==> src/common/lsu_pkg.sv <==
package lsu_pkg;

  // ----------------------------------------------------------
  // Widths and sizes
  // ----------------------------------------------------------
  localparam int XLEN_W          = 64;
  localparam int VADDR_W         = 39;
  localparam int RNID_W          = 7;
  localparam int CMT_ID_W        = 6;
  localparam int MEM_Q_SIZE      = 8;
  localparam int DCACHE_DATA_B_W = 16;
  localparam int L1D_OFS_W       = $clog2(DCACHE_DATA_B_W);  // Byte offset in a line
  localparam int DW_OFS_W        = $clog2(XLEN_W / 8);       // Byte offset in a doubleword

  localparam logic [6:0] OPCODE_LOAD  = 7'b0000011;
  localparam logic [6:0] OPCODE_STORE = 7'b0100011;

  // Follows funct3[1:0]
  typedef enum logic [1:0] {
    SIZE_B  = 2'b00,
    SIZE_H  = 2'b01,
    SIZE_W  = 2'b10,
    SIZE_DW = 2'b11
  } size_e;

  typedef enum logic {
    SIGN_U = 1'b0,
    SIGN_S = 1'b1
  } sign_e;

  typedef enum logic {
    OP_LOAD  = 1'b0,
    OP_STORE = 1'b1
  } op_e;

  // ----------------------------------------------------------
  // Port groups
  // ----------------------------------------------------------
  typedef struct packed {
    size_e size;
    sign_e sign;
    op_e   op;
  } lsu_ctrl_t;

  typedef struct packed {
    logic                valid;
    logic [31:0]         inst;
    logic [CMT_ID_W-1:0] cmt_id;
    logic                rs1_valid;
    logic [RNID_W-1:0]   rs1_rnid;
    logic                rs2_valid;
    logic [RNID_W-1:0]   rs2_rnid;
    logic                wr_valid;
    logic [RNID_W-1:0]   wr_rnid;
    logic [4:0]          wr_regidx;
  } lsu_issue_t;

  typedef struct packed {
    logic                  update;
    logic [MEM_Q_SIZE-1:0] index_oh;
    logic [CMT_ID_W-1:0]   cmt_id;
    logic                  except_valid;
    logic [VADDR_W-1:0]    vaddr;
    size_e                 size;
    logic                  st_data_valid;
    logic [XLEN_W-1:0]     st_data;
  } ex1_q_update_t;

  typedef struct packed {
    logic               valid;
    logic [VADDR_W-1:0] paddr;   // Line aligned
  } l1d_req_t;

  typedef struct packed {
    logic                           hit;
    logic [DCACHE_DATA_B_W*8-1:0]   data;
  } l1d_resp_t;

  typedef struct packed {
    logic                valid;
    logic [CMT_ID_W-1:0] cmt_id;
    logic [VADDR_W-1:0]  paddr;
  } fwd_req_t;

  typedef struct packed {
    logic [XLEN_W/8-1:0] fwd_dw;
    logic [XLEN_W-1:0]   fwd_data;
  } fwd_resp_t;

  typedef struct packed {
    logic              valid;
    logic [RNID_W-1:0] rd_rnid;
    logic [XLEN_W-1:0] rd_data;
  } phy_wr_t;

endpackage

==> src/lsu_pipe/lsu_decode.sv <==
`timescale 1ns/100ps

module lsu_decode
  import lsu_pkg::*;
(
  input  logic                  i_clk,
  input  logic                  i_reset_n,
  input  lsu_issue_t            i_rv0_issue,
  input  logic [MEM_Q_SIZE-1:0] i_rv0_index_oh,
  input  lsu_issue_t            i_replay_issue,
  input  logic [MEM_Q_SIZE-1:0] i_replay_index_oh,
  output logic                  o_rs_conflicted,
  output logic [MEM_Q_SIZE-1:0] o_rs_conf_index_oh,
  output lsu_issue_t            o_ex1_issue,
  output lsu_ctrl_t             o_ex1_ctrl,
  output logic [MEM_Q_SIZE-1:0] o_ex1_index_oh
);

  lsu_issue_t            r_ex0_issue;
  logic [MEM_Q_SIZE-1:0] r_ex0_index_oh;
  lsu_issue_t            w_ex0_sel;
  lsu_issue_t            w_ex0_issue;
  logic [MEM_Q_SIZE-1:0] w_ex0_index_oh;
  lsu_ctrl_t             w_ex0_ctrl;
  logic [6:0]            w_opcode;
  logic [2:0]            w_funct3;
  logic                  w_is_mem;

  always_ff @(posedge i_clk, negedge i_reset_n) begin
    if (!i_reset_n) begin
      r_ex0_issue    <= '0;
      r_ex0_index_oh <= '0;
    end else begin
      r_ex0_issue    <= i_rv0_issue;
      r_ex0_index_oh <= i_rv0_index_oh;
    end
  end

  // Replay wins over the registered issue
  assign w_ex0_sel      = i_replay_issue.valid ? i_replay_issue : r_ex0_issue;
  assign w_ex0_index_oh = i_replay_issue.valid ? i_replay_index_oh : '0;

  assign o_rs_conflicted    = i_replay_issue.valid & r_ex0_issue.valid;
  assign o_rs_conf_index_oh = r_ex0_index_oh;

  // ----------------------------------------------------------
  // Decode
  // ----------------------------------------------------------
  assign w_opcode = w_ex0_sel.inst[6:0];
  assign w_funct3 = w_ex0_sel.inst[14:12];
  assign w_is_mem = (w_opcode == OPCODE_LOAD) | (w_opcode == OPCODE_STORE);

  always_comb begin
    w_ex0_issue       = w_ex0_sel;
    w_ex0_issue.valid = w_ex0_sel.valid & w_is_mem;  // Non-memory opcodes dropped
  end

  assign w_ex0_ctrl.size = size_e'(w_funct3[1:0]);
  assign w_ex0_ctrl.sign = w_funct3[2] ? SIGN_U : SIGN_S;
  assign w_ex0_ctrl.op   = (w_opcode == OPCODE_STORE) ? OP_STORE : OP_LOAD;

  always_ff @(posedge i_clk, negedge i_reset_n) begin
    if (!i_reset_n) begin
      o_ex1_issue    <= '0;
      o_ex1_index_oh <= '0;
    end else begin
      o_ex1_issue    <= w_ex0_issue;
      o_ex1_index_oh <= w_ex0_index_oh;
    end
  end

  always_ff @(posedge i_clk) begin
    o_ex1_ctrl <= w_ex0_ctrl;
  end

  // A replay names exactly one queue entry
  assert property (@(posedge i_clk) disable iff (!i_reset_n)
    i_replay_issue.valid |-> $onehot(i_replay_index_oh));

endmodule

==> src/lsu_pipe/lsu_execute.sv <==
`timescale 1ns/100ps

module lsu_execute
  import lsu_pkg::*;
(
  input  logic                  i_clk,
  input  logic                  i_reset_n,
  input  lsu_issue_t            i_ex1_issue,
  input  lsu_ctrl_t             i_ex1_ctrl,
  input  logic [MEM_Q_SIZE-1:0] i_ex1_index_oh,
  input  logic [XLEN_W-1:0]     i_rs1_data,
  input  logic [XLEN_W-1:0]     i_rs2_data,
  output logic [RNID_W-1:0]     o_rs1_rnid,
  output logic [RNID_W-1:0]     o_rs2_rnid,
  output l1d_req_t              o_l1d_req,
  output ex1_q_update_t         o_ex1_q_update,
  output lsu_issue_t            o_ex2_issue,
  output lsu_ctrl_t             o_ex2_ctrl,
  output logic [VADDR_W-1:0]    o_ex2_paddr,
  output logic                  o_ex2_except
);

  logic [31:0]        w_inst;
  logic               w_is_load;
  logic [VADDR_W-1:0] w_imm;
  logic [VADDR_W-1:0] w_base;
  logic [VADDR_W-1:0] w_vaddr;
  logic               w_misalign;

  // Register read
  assign o_rs1_rnid = i_ex1_issue.rs1_rnid;
  assign o_rs2_rnid = i_ex1_issue.rs2_rnid;

  // ----------------------------------------------------------
  // Address generation
  // ----------------------------------------------------------
  assign w_inst    = i_ex1_issue.inst;
  assign w_is_load = (i_ex1_ctrl.op == OP_LOAD);

  assign w_imm = w_is_load ?
                 {{(VADDR_W-12){w_inst[31]}}, w_inst[31:20]} :              // I-type
                 {{(VADDR_W-12){w_inst[31]}}, w_inst[31:25], w_inst[11:7]}; // S-type

  assign w_base  = i_ex1_issue.rs1_valid ? i_rs1_data[VADDR_W-1:0] : '0;
  assign w_vaddr = w_base + w_imm;

  always_comb begin
    unique case (i_ex1_ctrl.size)
      SIZE_B:  w_misalign = 1'b0;
      SIZE_H:  w_misalign = w_vaddr[0];
      SIZE_W:  w_misalign = |w_vaddr[1:0];
      SIZE_DW: w_misalign = |w_vaddr[2:0];
      default: w_misalign = 1'b0;
    endcase
  end

  // L1D read request, line aligned
  assign o_l1d_req.valid = i_ex1_issue.valid & w_is_load & !w_misalign;
  assign o_l1d_req.paddr = {w_vaddr[VADDR_W-1:L1D_OFS_W], {L1D_OFS_W{1'b0}}};

  // ----------------------------------------------------------
  // Memory queue update
  // ----------------------------------------------------------
  always_comb begin
    o_ex1_q_update.update        = i_ex1_issue.valid;
    o_ex1_q_update.index_oh      = i_ex1_index_oh;
    o_ex1_q_update.cmt_id        = i_ex1_issue.cmt_id;
    o_ex1_q_update.except_valid  = i_ex1_issue.valid & w_misalign;
    o_ex1_q_update.vaddr         = w_vaddr;
    o_ex1_q_update.size          = i_ex1_ctrl.size;
    o_ex1_q_update.st_data_valid = i_ex1_issue.rs2_valid & !w_is_load;
    o_ex1_q_update.st_data       = i_rs2_data;
  end

  always_ff @(posedge i_clk, negedge i_reset_n) begin
    if (!i_reset_n) begin
      o_ex2_issue  <= '0;
      o_ex2_except <= 1'b0;
    end else begin
      o_ex2_issue  <= i_ex1_issue;
      o_ex2_except <= i_ex1_issue.valid & w_misalign;
    end
  end

  always_ff @(posedge i_clk) begin
    o_ex2_ctrl  <= i_ex1_ctrl;
    o_ex2_paddr <= w_vaddr;  // No translation
  end

  assert property (@(posedge i_clk) disable iff (!i_reset_n)
    o_ex1_q_update.update |-> $onehot0(o_ex1_q_update.index_oh));

endmodule

==> src/lsu_pipe/lsu_result.sv <==
`timescale 1ns/100ps

module lsu_result
  import lsu_pkg::*;
(
  input  logic               i_clk,
  input  logic               i_reset_n,
  input  lsu_issue_t         i_ex2_issue,
  input  lsu_ctrl_t          i_ex2_ctrl,
  input  logic [VADDR_W-1:0] i_ex2_paddr,
  input  logic               i_ex2_except,
  input  l1d_resp_t          i_l1d_resp,
  input  fwd_resp_t          i_fwd_resp,
  output fwd_req_t           o_fwd_req,
  output logic               o_ex2_miss,
  output phy_wr_t            o_phy_wr
);

  logic                w_ld_valid;
  logic [DW_OFS_W-1:0] w_byte_ofs;
  logic [XLEN_W-1:0]   w_l1d_dw;
  logic [XLEN_W-1:0]   w_l1d_al;
  logic [XLEN_W/8-1:0] w_fwd_dw_al;
  logic [XLEN_W-1:0]   w_fwd_data_al;
  logic [XLEN_W-1:0]   w_merged;
  logic [XLEN_W/8-1:0] w_need_dw;
  logic                w_fwd_full;
  logic                w_miss;
  logic                w_signed;
  logic [XLEN_W-1:0]   w_ext;

  logic                r_ex3_valid;
  logic [RNID_W-1:0]   r_ex3_rnid;
  logic [XLEN_W-1:0]   r_ex3_data;

  assign w_ld_valid = i_ex2_issue.valid & (i_ex2_ctrl.op == OP_LOAD) & !i_ex2_except;
  assign w_byte_ofs = i_ex2_paddr[DW_OFS_W-1:0];

  // Store buffer lookup
  assign o_fwd_req.valid  = w_ld_valid;
  assign o_fwd_req.cmt_id = i_ex2_issue.cmt_id;
  assign o_fwd_req.paddr  = i_ex2_paddr;

  // ----------------------------------------------------------
  // Forward merge
  // ----------------------------------------------------------
  assign w_l1d_dw = i_l1d_resp.data[i_ex2_paddr[L1D_OFS_W-1:DW_OFS_W]*XLEN_W +: XLEN_W];
  assign w_l1d_al = w_l1d_dw >> {w_byte_ofs, 3'b000};

  assign w_fwd_dw_al   = i_fwd_resp.fwd_dw >> w_byte_ofs;
  assign w_fwd_data_al = i_fwd_resp.fwd_data >> {w_byte_ofs, 3'b000};

  always_comb begin
    for (int b = 0; b < XLEN_W / 8; b++) begin
      w_merged[b*8 +: 8] = w_fwd_dw_al[b] ? w_fwd_data_al[b*8 +: 8] : w_l1d_al[b*8 +: 8];
    end
  end

  // Bytes the access needs after alignment
  always_comb begin
    unique case (i_ex2_ctrl.size)
      SIZE_B:  w_need_dw = 8'h01;
      SIZE_H:  w_need_dw = 8'h03;
      SIZE_W:  w_need_dw = 8'h0f;
      SIZE_DW: w_need_dw = 8'hff;
      default: w_need_dw = 8'hff;
    endcase
  end

  assign w_fwd_full = &(w_fwd_dw_al | ~w_need_dw);
  assign w_miss     = w_ld_valid & !i_l1d_resp.hit & !w_fwd_full;
  assign o_ex2_miss = w_miss;

  // ----------------------------------------------------------
  // Extension and EX3 writeback
  // ----------------------------------------------------------
  assign w_signed = (i_ex2_ctrl.sign == SIGN_S);

  always_comb begin
    unique case (i_ex2_ctrl.size)
      SIZE_B:  w_ext = {{(XLEN_W-8){w_signed & w_merged[7]}}, w_merged[7:0]};
      SIZE_H:  w_ext = {{(XLEN_W-16){w_signed & w_merged[15]}}, w_merged[15:0]};
      SIZE_W:  w_ext = {{(XLEN_W-32){w_signed & w_merged[31]}}, w_merged[31:0]};
      default: w_ext = w_merged;
    endcase
  end

  always_ff @(posedge i_clk, negedge i_reset_n) begin
    if (!i_reset_n) begin
      r_ex3_valid <= 1'b0;
    end else begin
      r_ex3_valid <= w_ld_valid & !w_miss & i_ex2_issue.wr_valid &
                     (i_ex2_issue.wr_regidx != 5'd0);  // x0 never written
    end
  end

  always_ff @(posedge i_clk) begin
    r_ex3_rnid <= i_ex2_issue.wr_rnid;
    r_ex3_data <= w_ext;
  end

  assign o_phy_wr.valid   = r_ex3_valid;
  assign o_phy_wr.rd_rnid = r_ex3_rnid;
  assign o_phy_wr.rd_data = r_ex3_data;

endmodule

==> src/hdl/lsu_pipe_top.sv <==
`timescale 1ns/100ps

module lsu_pipe_top
  import lsu_pkg::*;
(
  input  logic                  i_clk,
  input  logic                  i_reset_n,

  input  lsu_issue_t            i_rv0_issue,
  input  logic [MEM_Q_SIZE-1:0] i_rv0_index_oh,
  input  lsu_issue_t            i_replay_issue,
  input  logic [MEM_Q_SIZE-1:0] i_replay_index_oh,
  output logic                  o_rs_conflicted,
  output logic [MEM_Q_SIZE-1:0] o_rs_conf_index_oh,

  output logic [RNID_W-1:0]     o_rs1_rnid,
  output logic [RNID_W-1:0]     o_rs2_rnid,
  input  logic [XLEN_W-1:0]     i_rs1_data,
  input  logic [XLEN_W-1:0]     i_rs2_data,

  output l1d_req_t              o_l1d_req,
  input  l1d_resp_t             i_l1d_resp,
  output fwd_req_t              o_fwd_req,
  input  fwd_resp_t             i_fwd_resp,

  output ex1_q_update_t         o_ex1_q_update,
  output logic                  o_ex2_miss,
  output phy_wr_t               o_phy_wr
);

  lsu_issue_t            w_ex1_issue;
  lsu_ctrl_t             w_ex1_ctrl;
  logic [MEM_Q_SIZE-1:0] w_ex1_index_oh;

  lsu_issue_t            w_ex2_issue;
  lsu_ctrl_t             w_ex2_ctrl;
  logic [VADDR_W-1:0]    w_ex2_paddr;
  logic                  w_ex2_except;

  lsu_decode lsu_decode_i (
    .i_clk              (i_clk),
    .i_reset_n          (i_reset_n),
    .i_rv0_issue        (i_rv0_issue),
    .i_rv0_index_oh     (i_rv0_index_oh),
    .i_replay_issue     (i_replay_issue),
    .i_replay_index_oh  (i_replay_index_oh),
    .o_rs_conflicted    (o_rs_conflicted),
    .o_rs_conf_index_oh (o_rs_conf_index_oh),
    .o_ex1_issue        (w_ex1_issue),
    .o_ex1_ctrl         (w_ex1_ctrl),
    .o_ex1_index_oh     (w_ex1_index_oh)
  );

  lsu_execute lsu_execute_i (
    .i_clk          (i_clk),
    .i_reset_n      (i_reset_n),
    .i_ex1_issue    (w_ex1_issue),
    .i_ex1_ctrl     (w_ex1_ctrl),
    .i_ex1_index_oh (w_ex1_index_oh),
    .i_rs1_data     (i_rs1_data),
    .i_rs2_data     (i_rs2_data),
    .o_rs1_rnid     (o_rs1_rnid),
    .o_rs2_rnid     (o_rs2_rnid),
    .o_l1d_req      (o_l1d_req),
    .o_ex1_q_update (o_ex1_q_update),
    .o_ex2_issue    (w_ex2_issue),
    .o_ex2_ctrl     (w_ex2_ctrl),
    .o_ex2_paddr    (w_ex2_paddr),
    .o_ex2_except   (w_ex2_except)
  );

  lsu_result lsu_result_i (
    .i_clk        (i_clk),
    .i_reset_n    (i_reset_n),
    .i_ex2_issue  (w_ex2_issue),
    .i_ex2_ctrl   (w_ex2_ctrl),
    .i_ex2_paddr  (w_ex2_paddr),
    .i_ex2_except (w_ex2_except),
    .i_l1d_resp   (i_l1d_resp),
    .i_fwd_resp   (i_fwd_resp),
    .o_fwd_req    (o_fwd_req),
    .o_ex2_miss   (o_ex2_miss),
    .o_phy_wr     (o_phy_wr)
  );

endmodule

==> config.mk <==
export PLATFORM = sky130hd
export DESIGN_NAME = lsu_pipe_top
export DESIGN_NICKNAME = d
export VERILOG_FILES = /design/src/common/lsu_pkg.sv /design/src/lsu_pipe/lsu_decode.sv /design/src/lsu_pipe/lsu_execute.sv /design/src/lsu_pipe/lsu_result.sv /design/src/hdl/lsu_pipe_top.sv
export SDC_FILE = /design/constraint.sdc
export NUM_CORES = 1
export LEC_CHECK = 0
export ABC_AREA = 1
export ABC_CLOCK_PERIOD_IN_PS = 6200
export BUFFER_PORTS_ARGS = -buffer_cell sky130_fd_sc_hd__buf_2
export CAP_MARGIN = 10
export CELL_PAD_IN_SITES_DETAIL_PLACEMENT = 1
export CELL_PAD_IN_SITES_GLOBAL_PLACEMENT = 2
export CORE_AREA = 2 2 304 306
export DETAILED_ROUTE_END_ITERATION = 10
export DIE_AREA = 0 0 306 308
export PLACE_DENSITY = 0.64
export SETUP_SLACK_MARGIN = 0.2
export SKIP_CTS_REPAIR_TIMING = 1
export SLEW_MARGIN = 0
export SYNTH_ARGS = -nofsm -noshare
export SYNTH_HDL_FRONTEND = slang
export SYNTH_SLANG_ARGS = --single-unit
==> constraint.sdc <==
create_clock -name i_clk -period 6.2 [get_ports i_clk]
set_input_delay 0.62 -clock i_clk [delete_from_list [all_inputs] [get_ports i_clk]]
set_output_delay 0.62 -clock i_clk [all_outputs]
set_load 0.05 [all_outputs]
==> metrics.md <==
| Metric | Value |
|---|---|
| Root Driver | clkbuf_16 |
| DRT Pass-1 Iters | 5 |
| # DRC | 0 |
| Worst path max stage delay | 1.10 ns |
| FMAX | 228 MHz |
| # setup viols final | 0 |
| Setup CP Type | reg -> out |
| Initial antenna violation count | 22 |
| Maxcap violations | 0 |
| Design area | 20700 sq um |
| CP Data Arrival Time | 3.77 ns |
| YS warnings | 0 |
| Routed len/inst | 21.2 microns |
| HPWL after DPL | 69300 microns |
| Die X | 306 microns |
| Drt total wl | 84600 microns |
| CP most frequent cell | a21oi_1 |
| # nets final | 3295 |
| Final RePlAce weighted congestion | 0.865 |
| Core ar. | 91000 sq um |
| Critical path data required time | 5.58 ns |
| Grt met3 use | 0.0384 |
| Met1 Use GR | 0.197 |
| Post-synth cell types | 53 |
| CTS buffer count | 35 |
| Synthesized area | 16400 sq um |
| Die height | 308 microns |
| Fillers | 11400 |
| Bufs on Longest Clock Path | 3 |
| CP endpoint kind | output pin |
| Num rows | 111 |
| CTS sink cnt | 272 |
| Placed Cells | 3922 |
| Post-Syn Instances | 2345 |
| Area Growth Syn to Fin | 26.2% |
| I/O pin count | 787 |
| Vias in the first global route | 17800 |
| Cell Area, Placed | 19500 sq um |
| Die area | 94200 sq um |
| Area contributors post-synth | dfrtp_1 (23%), nand2_1 (20%), dfxtp_1 (14%), buf_4 (6.5%), nand3_1 (6.0%) |
| Global-route wire length before repair | 121000 microns |
| Max_slew headroom | 0.232 |
| Initial Util | 0.181 |
| Share of layout cells above drive strength 1 | 0.271 |
| Global routing met2 resource utilization | 0.331 |
| Most Used Layer, Global Route | met2 |
| Mean Syn Cell Area | 7.01 sq um |
| RSZ-0062 raised after global routing | no |
| Hold Crit Class | in -> async |
| Least-Margin Pin Slew | 1.15 ns |
| Fraction of registers with async set/reset | 0.566 |
| Critical Path Slowest Stage Cell | dfrtp_1 |
| Sequential share of the synthesized area | 0.378 |
| Reg2Reg Depth | 9 |
| 1st-iter DRT viols | 785 |
| Power density over cell area | 387 nW/um^2 |
| Area leader, netlist | dfrtp_1 |
| Yosys top cell area share | 0.234 |
| Slew Viols, Final | 0 |
| Pin count of the biggest net entering global routing | 107 |
| Startpoint Class | flop |
| Post-synth EDFFs | 0 |
| Synth Register Bits | 272 |
| GRT Util Overall | 0.175 |
| Core Util, Final | 0.228 |
| Reg2reg end | lsu_result_i.r_ex3_data[44] |
| Post-Layout Cell Count | 3991 |
| DR vias | 17000 |
| Later-pin clock latency in the skew report | 0.56 ns |
| Leak | 0.0110 uW |
| CP max FO | 28 |
| H-tree levels | 2 |
| CP Cell Sequence | ha_1 -> a21oi_1 -> o21ai_0 -> a21oi_1 -> nand3_1 -> xor2_1 -> buf_2 |
| Port-buffer cells | 619 |
| Outcome | completed |
| Clock slew at reported path FFs | 0.06 ns |
| Vias per std cell | 4.27 |
| R2R Path Start | lsu_execute_i.o_ex2_paddr[0] |
| CTS tree | yes |
| Final hold vios | 0 |
| Maximum VDD drop | 0.000199 V |
| TNS Setup | 0 ns |
| Fin crit share | 0.708 |
| Post-route ant nets | 0 |
| Remaining Overflow, GRT | 0 |
| Worst reg-to-reg setup slack | 2.85 ns |
| Final Critical Period | 4.39 ns |
| Clock skew | 0.0207 ns |
| Ys flop type | dfrtp_1 |
-- critical path, delay by kind of cell, from the launching register on --
kind	cells	cell delay (ns)
AO/OA/AOI/OAI	3	0.57
AND/OR/NAND/NOR	1	0.25
adder cells (fa/ha/maj)	1	0.47
buffers and inverters	1	0.35
XOR/XNOR	1	0.45
flip-flops	1	1.10
-- Yosys cell counts (7+ instances only) --
master and count:
ha_1 38, clkbuf_1 34, xor2_1 19, nand4_1 39, o22ai_1 12, buf_1 7
nand3_1 198, nand2_1 885, mux2i_1 14, a21oi_1 79, o211ai_1 42, nand2_2 19
dfxtp_1 118, o21ai_1 17, o21ai_0 117, inv_1 145, nand3_2 7, buf_4 143
buf_2 49, buf_6 11, nor3_1 10, dfrtp_1 154, nor2_1 102, and2_1 9
or2_2 18
-- worst max path at each step --
stage                                      start                   to  slack [ns]  depth (start not counted)
floorplan             lsu_decode_i.o_ex1_ctrl[0]  o_ex1_q_update[106]        2.29                         10
global placement    lsu_decode_i.o_ex1_issue[28]        o_l1d_req[14]        2.38                         15
detailed placement  lsu_execute_i.o_ex2_paddr[0]           o_ex2_miss        2.36                         11
CTS                 lsu_execute_i.o_ex2_paddr[0]           o_ex2_miss        1.73                         11
global route        lsu_decode_i.o_ex1_issue[66]  o_ex1_q_update[104]        1.50                         11
finish              lsu_decode_i.o_ex1_issue[66]   o_ex1_q_update[86]        1.81                          7
-- placed cells by master (no fill, tap or decap), drive strengths merged, types with 9 or more instances in the layout --
cell | Yosys | layout
xor2 | 19 | 19
nand4 | 39 | 39
nand2 | 908 | 908
and2 | 11 | 11
clkinv | 2 | 9
nor3 | 10 | 10
o22ai | 12 | 12
dfxtp | 118 | 118
a21oi | 81 | 81
inv | 152 | 155
or2 | 18 | 18
clkbuf | 34 | 51
dfrtp | 154 | 154
ha | 38 | 38
buf | 211 | 633
o211ai | 42 | 42
nand3 | 206 | 206
o21ai | 136 | 136
nor2 | 102 | 102
mux2i | 14 | 14
-- stage by stage --
| stage | setup WS [ns] | hold WS [ns] | power [uW] |
|---|---|---|---|
| detailed placement | 2.36 | 0.322 | 6050 |
| global placement | 2.38 | 0.317 | 6040 |
| CTS | 1.73 | 0.0820 | 8230 |
| global route | 1.50 | 0.110 | 8500 |
| finish | 1.81 | 0.104 | 8020 |
| floorplan | 2.29 | 0.310 | 4940 |
-- flip-flops by register name, summed over array words and instances, names as in the netlist --
signal,count
lsu_decode_i.o_ex1_ctrl,4
lsu_decode_i.o_ex1_index_oh,8
lsu_decode_i.o_ex1_issue,53
lsu_decode_i.o_rs_conf_index_oh,8
lsu_decode_i.r_ex0_issue,63
lsu_execute_i.o_ex2_ctrl,4
lsu_execute_i.o_ex2_except,1
lsu_execute_i.o_ex2_issue,20
lsu_execute_i.o_ex2_paddr,39
lsu_result_i.r_ex3_data,64
lsu_result_i.r_ex3_rnid,7
lsu_result_i.r_ex3_valid,1
-- layer usage --
layer  wire, microns  vias to the layer above
met5              82                        -
met4            2020                       14
met3            5150                      125
met2           44200                      525
met1           33100                     8074
li1                -                     8293
-- cell families (layout without fill, tap and decap cells) --
group | after synthesis | count (layout) | share of synthesized area
AOI/OAI and AO/OA | 291 | 291 | 0.101
xor gates and xnor gates | 23 | 23 | 0.0123
adders and majority gates | 39 | 39 | 0.0301
buffers and inverters | 399 | 851 | 0.134
DFF | 272 | 272 | 0.378
muxes | 18 | 18 | 0.0113
other | 1 | 9 | 0.000228
and+or+nand+nor | 1302 | 1302 | 0.333
-- power by group --
group | total, uW | switching, uW | internal [uW]
clock network | 2100 | 849 | 1250
registers | 2170 | 118 | 2050
logic | 3750 | 2940 | 820
-- area by class of cell --
class / instances / area [sq um] / area share
diodes: 5 / 12.5 / 0.000603
multi-input cells: 1677 / 8030 / 0.387
well taps: 1186 / 1480 / 0.0716
repair buffers: 633 / 3210 / 0.155
clock inverters: 13 / 158 / 0.00760
inverters: 154 / 588 / 0.0284
flip-flops and latches: 272 / 6230 / 0.300
clock buffers: 51 / 1030 / 0.0495
(Power assumes the default switching activity.)
